File: src/logic/rename_pkg.sv
// Rename package: sizes, tag and index types, reset values, port structs
`default_nettype none

package rename_pkg;

    //////////////////////////////
    // Sizes
    //////////////////////////////

    localparam int ARCH_REGS = 8;
    localparam int ROB_DEPTH = 8;
    // One spare tag per ROB slot, so allocation never runs dry under credit
    localparam int PHYS_REGS = ARCH_REGS + ROB_DEPTH;

    localparam int ARCH_W   = $clog2(ARCH_REGS);
    localparam int TAG_W    = $clog2(PHYS_REGS);
    localparam int ROB_W    = $clog2(ROB_DEPTH);
    localparam int CREDIT_W = $clog2(ROB_DEPTH + 1);

    //////////////////////////////
    // Vector types
    //////////////////////////////

    typedef logic [ARCH_W-1:0]   arch_reg_t;
    typedef logic [TAG_W-1:0]    phys_tag_t;
    typedef logic [ROB_W-1:0]    rob_idx_t;
    typedef logic [CREDIT_W-1:0] credit_t;
    // Whole map, indexed by architectural register
    typedef phys_tag_t [ARCH_REGS-1:0] arch_map_t;
    // One bit per physical tag
    typedef logic [PHYS_REGS-1:0] phys_mask_t;

    // Identity map, register r on tag r
    function automatic arch_map_t identity_map();
        arch_map_t map;
        for (int r = 0; r < ARCH_REGS; r++) begin
            map[r] = phys_tag_t'(r);
        end
        return map;
    endfunction

    localparam arch_map_t  RESET_MAP  = identity_map();
    // Tags above the architectural range start out free
    localparam phys_mask_t RESET_FREE = {{ROB_DEPTH{1'b1}}, {ARCH_REGS{1'b0}}};

    //////////////////////////////
    // Port structs
    //////////////////////////////

    typedef struct packed {
        logic      valid;
        logic      has_dest;
        arch_reg_t rd;
        arch_reg_t rs1;
        arch_reg_t rs2;
    } dispatch_req_t;

    typedef struct packed {
        logic      valid;
        rob_idx_t  rob_idx;
        phys_tag_t src1_tag;
        phys_tag_t src2_tag;
        phys_tag_t dest_tag;
        phys_tag_t old_tag;
    } dispatch_rsp_t;

    typedef struct packed {
        logic     valid;
        rob_idx_t rob_idx;
        logic     mispredict;
    } complete_t;

    typedef struct packed {
        logic      valid;
        logic      has_dest;
        arch_reg_t rd;
        phys_tag_t dest_tag;
        phys_tag_t old_tag;
        logic      mispredict;
    } retire_t;

endpackage

`default_nettype wire

File: src/logic/arch_map_table.sv
// Architected map table: committed mapping, updated at retirement, next-state snapshot
`timescale 1ns/1ps
`default_nettype none

module arch_map_table import rename_pkg::*; (
    input  logic      clock,
    input  logic      rst_n,

    // Retiring instruction from the ROB head
    input  retire_t   retire,

    // Committed map as it stands after this edge
    output arch_map_t snapshot_next
);

    arch_map_t committed_q;

    //////////////////////////////
    // Next committed state
    //////////////////////////////

    // Includes the retiring write, so a mispredicting
    // branch with a destination restores its own result
    always_comb begin
        snapshot_next = committed_q;
        if (retire.valid && retire.has_dest) begin
            snapshot_next[retire.rd] = retire.dest_tag;
        end
    end

    //////////////////////////////
    // State
    //////////////////////////////

    always_ff @(posedge clock or negedge rst_n) begin
        if (!rst_n) begin
            committed_q <= RESET_MAP;
        end else begin
            committed_q <= snapshot_next;
        end
    end

endmodule

`default_nettype wire

File: src/logic/free_list.sv
// Free list: bitmap of free physical tags, lowest-first pick, rebuild on recovery
`timescale 1ns/1ps
`default_nettype none

module free_list import rename_pkg::*; (
    input  logic      clock,
    input  logic      rst_n,

    // Allocation for a renamed destination
    input  logic      alloc_en,
    output phys_tag_t alloc_tag,

    // Release of a retired old tag
    input  logic      free_en,
    input  phys_tag_t free_tag,

    // Rebuild from the committed map
    input  logic      restore_en,
    input  arch_map_t restore_map
);

    phys_mask_t free_q;
    phys_mask_t free_d;
    phys_mask_t restore_free;

    //////////////////////////////
    // Lowest free tag
    //////////////////////////////

    // Scan downwards so the last hit is the lowest set bit
    always_comb begin
        alloc_tag = '0;
        for (int i = PHYS_REGS - 1; i >= 0; i--) begin
            if (free_q[i]) begin
                alloc_tag = phys_tag_t'(i);
            end
        end
    end

    //////////////////////////////
    // Rebuild mask
    //////////////////////////////

    // Everything free except tags the committed map still points at
    always_comb begin
        restore_free = '1;
        for (int r = 0; r < ARCH_REGS; r++) begin
            restore_free[restore_map[r]] = 1'b0;
        end
    end

    //////////////////////////////
    // Bitmap update
    //////////////////////////////

    always_comb begin
        free_d = free_q;
        if (alloc_en) begin
            free_d[alloc_tag] = 1'b0;
        end
        // Freed tag becomes visible next cycle
        if (free_en) begin
            free_d[free_tag] = 1'b1;
        end
    end

    always_ff @(posedge clock or negedge rst_n) begin
        if (!rst_n) begin
            free_q <= RESET_FREE;
        end else if (restore_en) begin
            free_q <= restore_free;
        end else begin
            free_q <= free_d;
        end
    end

endmodule

`default_nettype wire

File: src/logic/map_table.sv
// Speculative map table: source and old-tag lookup, rename write, full restore
`timescale 1ns/1ps
`default_nettype none

module map_table import rename_pkg::*; (
    input  logic      clock,
    input  logic      rst_n,

    // Lookups for the instruction being dispatched
    input  arch_reg_t rs1,
    input  arch_reg_t rs2,
    input  arch_reg_t rd,
    output phys_tag_t src1_tag,
    output phys_tag_t src2_tag,
    output phys_tag_t old_tag,

    // New mapping for rd
    input  logic      write_en,
    input  phys_tag_t write_tag,

    // Recovery from the committed map
    input  logic      restore_en,
    input  arch_map_t restore_map
);

    arch_map_t map_q;

    //////////////////////////////
    // Lookup
    //////////////////////////////

    // Reads see the table before this cycle's write
    assign src1_tag = map_q[rs1];
    assign src2_tag = map_q[rs2];
    assign old_tag  = map_q[rd];

    //////////////////////////////
    // Update
    //////////////////////////////

    always_ff @(posedge clock or negedge rst_n) begin
        if (!rst_n) begin
            map_q <= RESET_MAP;
        end else if (restore_en) begin
            // Restore wins over a same-cycle rename
            map_q <= restore_map;
        end else if (write_en) begin
            map_q[rd] <= write_tag;
        end
    end

endmodule

`default_nettype wire

File: src/logic/rename_core.sv
// Rename core top: map tables, free list, ROB, registered rename, retire and credit
`timescale 1ns/1ps
`default_nettype none

module rename_core import rename_pkg::*; (
    input  logic          clock,
    input  logic          rst_n,

    input  dispatch_req_t dispatch,
    input  complete_t     complete,

    output dispatch_rsp_t rename,
    output retire_t       retire,
    output credit_t       credit_return
);

    phys_tag_t     src1_tag;
    phys_tag_t     src2_tag;
    phys_tag_t     map_old_tag;
    phys_tag_t     alloc_tag;
    phys_tag_t     dest_tag;
    phys_tag_t     old_tag;
    logic          alloc_en;
    logic          flush;
    rob_idx_t      rob_idx;
    retire_t       rob_retire;
    credit_t       flushed_count;
    arch_map_t     snapshot_next;
    dispatch_rsp_t rename_d;

    // No destination, no tags recorded
    assign dest_tag = dispatch.has_dest ? alloc_tag : '0;
    assign old_tag  = dispatch.has_dest ? map_old_tag : '0;

    //////////////////////////////
    // Blocks
    //////////////////////////////

    map_table map_table_i (
        .clock       (clock),
        .rst_n       (rst_n),
        .rs1         (dispatch.rs1),
        .rs2         (dispatch.rs2),
        .rd          (dispatch.rd),
        .src1_tag    (src1_tag),
        .src2_tag    (src2_tag),
        .old_tag     (map_old_tag),
        .write_en    (alloc_en),
        .write_tag   (alloc_tag),
        .restore_en  (flush),
        .restore_map (snapshot_next)
    );

    // Old tag goes back only for instructions that renamed a register
    free_list free_list_i (
        .clock       (clock),
        .rst_n       (rst_n),
        .alloc_en    (alloc_en),
        .alloc_tag   (alloc_tag),
        .free_en     (rob_retire.valid && rob_retire.has_dest),
        .free_tag    (rob_retire.old_tag),
        .restore_en  (flush),
        .restore_map (snapshot_next)
    );

    reorder_buffer reorder_buffer_i (
        .clock         (clock),
        .rst_n         (rst_n),
        .dispatch      (dispatch),
        .alloc_tag     (dest_tag),
        .old_tag       (old_tag),
        .alloc_en      (alloc_en),
        .rob_idx       (rob_idx),
        .complete      (complete),
        .retire        (rob_retire),
        .flush         (flush),
        .flushed_count (flushed_count)
    );

    arch_map_table arch_map_table_i (
        .clock         (clock),
        .rst_n         (rst_n),
        .retire        (rob_retire),
        .snapshot_next (snapshot_next)
    );

    //////////////////////////////
    // Output registers
    //////////////////////////////

    // Dispatch caught by a flush gets no response
    always_comb begin
        rename_d.valid    = dispatch.valid && !flush;
        rename_d.rob_idx  = rob_idx;
        rename_d.src1_tag = src1_tag;
        rename_d.src2_tag = src2_tag;
        rename_d.dest_tag = dest_tag;
        rename_d.old_tag  = old_tag;
    end

    always_ff @(posedge clock or negedge rst_n) begin
        if (!rst_n) begin
            rename        <= '0;
            retire        <= '0;
            credit_return <= '0;
        end else begin
            rename <= rename_d;
            retire <= rob_retire;
            // One for the retiring slot, plus whatever the flush freed
            credit_return <= rob_retire.valid ? credit_t'(credit_t'(1) + flushed_count) : '0;
        end
    end

endmodule

`default_nettype wire

File: src/logic/reorder_buffer.sv
// Reorder buffer: in-order allocation, completion marking, head retirement, flush
`timescale 1ns/1ps
`default_nettype none

module reorder_buffer import rename_pkg::*; (
    input  logic          clock,
    input  logic          rst_n,

    // Dispatch side
    input  dispatch_req_t dispatch,
    input  phys_tag_t     alloc_tag,
    input  phys_tag_t     old_tag,
    output logic          alloc_en,
    output rob_idx_t      rob_idx,

    // Completion from outside, bare slot index
    input  complete_t     complete,

    // Retirement and recovery
    output retire_t       retire,
    output logic          flush,
    output credit_t       flushed_count
);

    // Rename record written at dispatch
    typedef struct packed {
        logic      has_dest;
        arch_reg_t rd;
        phys_tag_t dest_tag;
        phys_tag_t old_tag;
    } rob_entry_t;

    rob_entry_t           entry_q [ROB_DEPTH];
    rob_entry_t           new_entry;
    logic [ROB_DEPTH-1:0] done_q;
    logic [ROB_DEPTH-1:0] mispredict_q;
    rob_idx_t             head_q;
    rob_idx_t             tail_q;
    credit_t              count_q;
    logic                 push;
    logic                 pop;

    //////////////////////////////
    // Allocation
    //////////////////////////////

    // Dispatch in the flush cycle is dropped and counted as flushed
    assign push     = dispatch.valid && !flush;
    assign alloc_en = push && dispatch.has_dest;
    assign rob_idx  = tail_q;

    always_comb begin
        new_entry.has_dest = dispatch.has_dest;
        new_entry.rd       = dispatch.rd;
        new_entry.dest_tag = alloc_tag;
        new_entry.old_tag  = old_tag;
    end

    always_ff @(posedge clock) begin
        if (push) begin
            entry_q[tail_q] <= new_entry;
        end
        if (complete.valid) begin
            mispredict_q[complete.rob_idx] <= complete.mispredict;
        end
    end

    //////////////////////////////
    // Head retirement
    //////////////////////////////

    always_comb begin
        retire.valid      = (count_q != '0) && done_q[head_q];
        retire.has_dest   = entry_q[head_q].has_dest;
        retire.rd         = entry_q[head_q].rd;
        retire.dest_tag   = entry_q[head_q].dest_tag;
        retire.old_tag    = entry_q[head_q].old_tag;
        retire.mispredict = mispredict_q[head_q];
    end

    assign pop   = retire.valid;
    assign flush = retire.valid && retire.mispredict;

    // Younger entries plus any dispatch lost at this edge
    assign flushed_count = flush ? credit_t'(count_q - credit_t'(1) + credit_t'(dispatch.valid))
                                 : '0;

    //////////////////////////////
    // Done bits
    //////////////////////////////

    always_ff @(posedge clock or negedge rst_n) begin
        if (!rst_n) begin
            done_q <= '0;
        end else if (flush) begin
            // Head leaves and every younger slot is discarded
            done_q <= '0;
        end else begin
            if (pop) begin
                done_q[head_q] <= 1'b0;
            end
            if (complete.valid) begin
                done_q[complete.rob_idx] <= 1'b1;
            end
            if (push) begin
                done_q[tail_q] <= 1'b0;
            end
        end
    end

    //////////////////////////////
    // Pointers
    //////////////////////////////

    always_ff @(posedge clock or negedge rst_n) begin
        if (!rst_n) begin
            head_q  <= '0;
            tail_q  <= '0;
            count_q <= '0;
        end else if (flush) begin
            // Empty, restarting just past the retired branch
            head_q  <= head_q + rob_idx_t'(1);
            tail_q  <= head_q + rob_idx_t'(1);
            count_q <= '0;
        end else begin
            if (push) begin
                tail_q <= tail_q + rob_idx_t'(1);
            end
            if (pop) begin
                head_q <= head_q + rob_idx_t'(1);
            end
            count_q <= count_q + credit_t'(push) - credit_t'(pop);
        end
    end

endmodule

`default_nettype wire

File: config.mk
export PLATFORM = sky130hd
export DESIGN_NAME = rename_core
export DESIGN_NICKNAME = d
export VERILOG_FILES = /design/src/logic/rename_pkg.sv /design/src/logic/arch_map_table.sv /design/src/logic/free_list.sv /design/src/logic/map_table.sv /design/src/logic/rename_core.sv /design/src/logic/reorder_buffer.sv
export SDC_FILE = /design/constraint.sdc
export NUM_CORES = 1
export LEC_CHECK = 0
export ABC_AREA = 1
export BUFFER_PORTS_ARGS = -buffer_cell sky130_fd_sc_hd__buf_2
export CORE_MARGIN = 2
export CORE_UTILIZATION = 35
export DETAILED_ROUTE_END_ITERATION = 10
export SLEW_MARGIN = 30
export SYNTH_ARGS = -nofsm -noshare
export SYNTH_HDL_FRONTEND = slang
export SYNTH_SLANG_ARGS = --single-unit
File: constraint.sdc
create_clock -name clock -period 3.35 [get_ports clock]
set_clock_uncertainty 0.15 [all_clocks]
set_input_delay 0 -clock clock [delete_from_list [all_inputs] [get_ports clock]]
set_output_delay 0 -clock clock [all_outputs]
set_load 0.02 [all_outputs]
* After elaboration in Yosys (flattened, before gate mapping) *
Memories as Yosys holds them, arrays and structs flattened.
Index checks and enable logic that the tools add are counted.

word-level totals
  bits in registers = 144
  latch bits = 0
  RAM bits = 96
  ROM bits = 0
  output and inout port bits = 38
  memories = 1

operators by class
  add/sub/neg operators = 7
  $mul = 0
  divide/modulo/power cells = 0
  order comparisons = 32
  eq/ne operators = 0
  shifts and indexed selects = 0
  muxes and demuxes = 82
  bitwise logic cells = 23
  reduce and logical (&&, ||, !) cells = 25

memory list
  memory                    depth  bits a word  read ports  clocked after Yosys merged registers in  write ports  line                  text
  reorder_buffer_i.entry_q  8      12           1           0                                        1            reorder_buffer.sv:33  rob_entry_t entry_q [ROB_DEPTH];

operators by type and width
  operator            count
  $not 16->16         9
  $and 16x16->16      8
  $mux 4              26
  $mux 32             3
  $bwmux 32           2
  $lt 4x5->1 const B  10
  $mux 16             3
  $mux 8              6
  $demux 1 s4         10
  $ge 4x1->1 const B  10
  $bmux 4 s3          3
  $lt 3x4->1 const B  7
  $demux 4 s3         2
  $logic_and 1x1->1   20
  $mux 1              17
  $and 8x8->8         2
  $not 8->8           2
  $or 16x16->16       1
  $ge 3x1->1 const B  5
  $mux 3              4
  $demux 1 s3         3
  $add 4x1->4         2
  $bwmux 8            1
  $or 8x8->8          1
  8 further kinds     12

* Depth between registers and ports, before layout *
  word-level depth = 26
  mapped depth = 22
  gate-level depth less buffers = 21

* By module *
A second synthesis with hierarchy kept.

unflattened totals
  cell total of the unflattened synthesis = 1613
  area, all modules = 13201.4 um2

modules (own cells, without submodules)
  module          times used  cells an instance  area each (um2)  sequential area each (um2)
  reorder_buffer  1           453                5350.1           3573.4
  map_table       1           531                3078.0           815.8
  free_list       1           396                2313.5           410.4
  arch_map_table  1           161                1367.6           815.8
  rename_core     1           72                 1092.3           950.9

* Worst setup path after synthesis *
OpenSTA, ideal clock, no wires.

  path type = reg2reg
  from = register reorder_buffer_i.head_q[0]
  to = memory reorder_buffer_i.entry_q[0][0] (netlist bit), enable pin
  library setup time = 0.399 ns
  arrival = 2.583 ns
  slack = 0.219 ns
  stages on the path, launching flop included = 13
  buffers on the path = 2
  cell sequence = dfrtp_1 > buf_6 > buf_6 > nor2_1 > o21ai_1 > inv_1 > nand2_2 > nand2_4 > inv_2 > nand2_2 > nand2_1 > or2_2 > nor3_1

RTL lines
  element                 line                   text
  start, declared         reorder_buffer.sv:37   rob_idx_t head_q;
  start signal, assigned  reorder_buffer.sv:122  head_q <= head_q + rob_idx_t'(1);
  start signal, assigned  reorder_buffer.sv:130  head_q <= head_q + rob_idx_t'(1);
  end, declared           reorder_buffer.sv:33

* Worst setup path in the final report *
  from = register reorder_buffer_i.head_q[0]
  to = register free_list_i.free_q[11]

between the ends
  cells in the longest elaborated chain, start to end = 20
  elaborated cells between the ends (all ways) = 82

RTL lines
  element                                                         line                  text
  $mem_v2 8x12                                                    n/a
  $lt 3x4->1 (not written as such) or $ge 3x1->1 (tied branches)  arch_map_table.sv:27  snapshot_next[retire.rd] = retire.dest_tag;
  $logic_and 1x1->1 (not written as such)                         arch_map_table.sv:27
  $mux 4 (not written as such)                                    arch_map_table.sv:27
  $demux 4 s3                                                     n/a
  $bwmux 32                                                       arch_map_table.sv:27
  $mux 32                                                         arch_map_table.sv:26  if (retire.valid && retire.has_dest) begin
  $lt 4x5->1 (not written as such) or $ge 4x1->1 (tied branches)  free_list.sv:48       restore_free[restore_map[r]] = 1'b0;
  $logic_and 1x1->1 (not written as such)                         free_list.sv:48
  $mux 1 (not written as such)                                    free_list.sv:48
  $demux 1 s4                                                     n/a
  $not 16->16 (no line)                                           n/a
  $and 16x16->16 (no line) (7 in series)                          n/a
  $mux 16 (*)                                                     free_list.sv:70       end else if (restore_en) begin
  end signal, assigned                                            free_list.sv:71       free_q <= restore_free;
  end signal, assigned                                            free_list.sv:73       free_q <= free_d;
  end, declared                                                   free_list.sv:22       phys_mask_t free_q;

Every way passes the cells marked *; elsewhere a longest branch is shown, timed or not. The select of a mux whose other input is x is not followed.
A chain may end at the register's enable or synchronous reset.

==> summary.md <==
| Metric | Value |
|---|---|
| Routing usage on met3 | `0.0373` |
| Synth area leaders | `edfxtp_1, dfrtp_1, nand2_1, dfstp_2, nor2_1` |
| Distinct cell type count after synthesis | `48` |
| Final min period | `~3200 ps` |
| Crit path required time | `~3700 ps` |
| Layout area overhead | `20.4%` |
| Layout cells sized above 1 | `0.158` |
| Post-synthesis cell count | `roughly 1600` |
| Pleak | `about 7 nW` |
| H-tree depth | `1` |
| Main synth FF type | `edfxtp_1` |
| Final setup fails | `0` |
| Hold endpoint | `reorder_buffer_i.mispredict_q[4]` |
| Gr usage total | `0.231` |
| Layout net count | `1736` |
| Slowest cell on the critical path | `dfrtp_1` |
| Net Count, Synth | `1597` |
| Reg clk slew, reported paths | `~60 ps` |
| Crit Reg-Reg Startpoint | `reorder_buffer_i.head_q[0]` |
| Worst setup EP type | `flop` |
| Reg-to-reg endpoint | `free_list_i.free_q[11]` |
| Status | `finished clean` |
| Final Hold Fails | `0` |
| Drt wl/cell | `20.0 µm` |
| Register area share after synthesis | `0.515` |
| Final GP Congestion | `around 0.96` |
| Tightest Pin Transition | `around 800 ps` |
| Synth Cell Area | `12700 µm²` |
| DP Wirelength | `slightly above 30 mm` |
| DRT Wirelength | `about 44 mm` |
| Detail Route Antenna Nets | `0` |
| Met1 usage | `0.312` |
| I/O pin cnt | `between 50 and 60` |
| Most common cell after layout, fill and taps aside | `nand2_1` |
| HP Start | `complete[0]` |
| Clock tree from TritonCTS | `built` |
| Chip Height | `approximately 200 µm` |
| MaxCap Viol Count | `0` |
| Initial DRC Count | `1186` |
| Clock buffer depth | `3` |
| Fraction of registers with async set/reset | `0.567` |
| Via count | `11574` |
| Syn avg cell area | `8.13 µm²` |
| Initial core utilization | `0.357` |
| Met2 usage | `0.376` |
| Rel. slew slack | `0.462` |
| Share of the synthesized area in the top cell type | `0.245` |
| WS Path Type | `reg2reg` |
| DR DRC count | `0` |
| Reg2reg setup slack | `160 ps` |
| Gr busiest metal | `met2` |
| Port Buf Inserts | `55` |
| Pwr/cell area | `1050 nW/µm²` |
| Ys Warns | `0` |
| Overflow after GRT | `0` |
| Crit path DAT | `3540 ps` |
| Setup ws final | `between 150 and 200 ps` |
| Inst Count DP | `2103` |
| Vias in the first global route | `~11000` |
| Commonest cells after routing, fill and taps aside | `nand2_1, nor2_1, inv_1` |
| Die Footprint | `between 30000 and 40000 µm²` |
| Drt via density | `~5.3` |
| Drt pass-1 iters | `7` |
| FF+latch count, synth | `between 200 and 250` |
| CORE AREA | `about 36000 µm²` |
| First-pass GRT wire length | `67.2 mm` |
| Final period util | `0.952` |
| Clock root buffer | `clkbuf_16` |
| Hold Path Class | `in2reg` |
| Max-slew violations | `0` |
| Reg2Reg Depth | `15` |
| Initial antenna violation count | `1` |
| Die X | `195 µm` |
| Area leader, netlist | `edfxtp_1` |
| Cell Chain, Critical Path | `inv_2, buf_12, nand2_1, buf_4, nor2_1, nor2_1, nand3_4, nand3_2, o21ai_1, nor2_1, nand2_1, nand2_1, nor2_1, nand3_1, nand2_1` |
| Post-Layout Cell Count | `2190` |
| Sink Count | `240` |
| Startpoint types | `flop` |
| Setup WS pre-CTS | `115 ps` |
| EDFF count, synth | `between 100 and 150` |
| Slowest cell delay on critical path | `between 400 and 500 ps` |
| Maximum VDD drop | `about 470 µV` |
| CTS buffer count | `27` |
| WHS | `between 100 and 150 ps` |
| Fmax | `roughly 310 MHz` |
| Rows | `69` |
| Cell depth of the worst hold path | `2` |
| Clk_lat worst skew | `approximately 570 ps` |
| Core Util, Final | `0.429` |
| Crit Path Max Fanout | `27` |
| Largest net degree at the start of global routing | `between 60 and 70` |
## critical path: cells and delay by family (launching register included)
kind            cells  cell delay, ps
compound gates      1             390
buf+inv             3             560
flops               1             420
simple gates       11            1570
## cells by family (layout without fill, tap and decap cells)
family                   after synthesis  count (layout)  share of synthesized area
AND/OR/NAND/NOR                      877             877                      0.292
XOR/XNOR                               8               8                    0.00550
multiplexers                           1               1                   0.000785
AO/OA/AOI/OAI                        219             219                      0.107
other                                  0               2                          0
buffers and inverters                210             370                     0.0671
adder cells (fa/ha/maj)               12              12                     0.0124
flip-flops                           240             240                      0.515
## per-stage QoR
step / total power [mW] / TNS (ps) / area, µm²
2_1_floorplan: 9.52 / 0 / 12700
3_3_place_gp: 12.7 / 0 / 13900
3_5_place_dp: 12.7 / 0 / 13900
4_1_cts: 15.9 / 0 / 15200
5_1_grt: 17.3 / -16.6 / 15300
6_report: 16.2 / 0 / 15300
## layout make-up
| cell class | count | area (µm²) |
|---|---|---|
| Timing Repair Buffer | 159 | 1260 |
| Fill cell | 3545 | 20400 |
| Clock inverter | 19 | 210 |
| Tap cell | 461 | 577 |
| Sequential cell | 240 | 6570 |
| Clock buffer | 31 | 691 |
| Multi-Input combinational cell | 1117 | 5430 |
| Inverter | 161 | 604 |
| Antenna cell | 2 | 5.00 |
## worst max-delay path by stage
stage,start,to,cells after the start
after global placement,reorder_buffer_i.head_q[0],free_list_i.free_q[8],19
after CTS,reorder_buffer_i.head_q[0],free_list_i.free_q[8],19
after detailed placement,reorder_buffer_i.head_q[0],free_list_i.free_q[14],18
after floorplan,reorder_buffer_i.head_q[0],reorder_buffer_i.entry_q[0][0],12
after global routing,reorder_buffer_i.head_q[0],free_list_i.free_q[11],15
final,reorder_buffer_i.head_q[0],free_list_i.free_q[11],15
## power by group
group | internal, mW | switching [mW] | total (mW)
registers | 4.13 | 0.455 | 4.59
clock network | 1.79 | 1.26 | 3.05
logic | 2.52 | 6.02 | 8.55
total | 8.45 | 7.74 | 16.2
## flip-flops by register name (all words and copies together) (netlist names)
name / cells
reorder_buffer_i.entry_q: 96
arch_map_table_i.committed_q: 32
map_table_i.map_q: 32
rename: 20
free_list_i.free_q: 16
retire: 14
reorder_buffer_i.done_q: 8
reorder_buffer_i.mispredict_q: 8
credit_return: 4
reorder_buffer_i.count_q: 4
reorder_buffer_i.head_q: 3
reorder_buffer_i.rob_idx: 3
## what timing repair did
item | in CTS | in global routing
setup buffers | 0 | 1
resized for setup | 0 | 27
endpoints found under the hold margin | 199 | 0
hold buffers | 32 | 0
setup endpoints to repair | 0 | 17
## metal layers
layer / part of all wire / vias up
met5: 0 / -
met4: 0.034 / 0
met3: 0.064 / 99
met2: 0.46 / 469
met1: 0.44 / 5500
li1: - / 5506
## cells in the mapped netlist (6+ instances only)
| cell | n |
|---|---|
| a21oi_1 | 54 |
| a221oi_1 | 6 |
| a31oi_1 | 8 |
| buf_1 | 6 |
| buf_2 | 17 |
| clkbuf_1 | 18 |
| dfrtp_1 | 104 |
| dfstp_2 | 32 |
| edfxtp_1 | 104 |
| ha_1 | 11 |
| inv_1 | 148 |
| inv_2 | 8 |
| nand2_1 | 501 |
| nand2_2 | 6 |
| nand3_1 | 54 |
| nand3_2 | 6 |
| nand4_1 | 56 |
| nor2_1 | 197 |
| nor2_2 | 6 |
| nor3_1 | 23 |
| o211ai_1 | 16 |
| o21ai_0 | 59 |
| o21ai_1 | 16 |
| o221ai_1 | 33 |
| o22ai_1 | 7 |
| or2_2 | 10 |
Note: power is estimated with default switching activity, not from simulation.
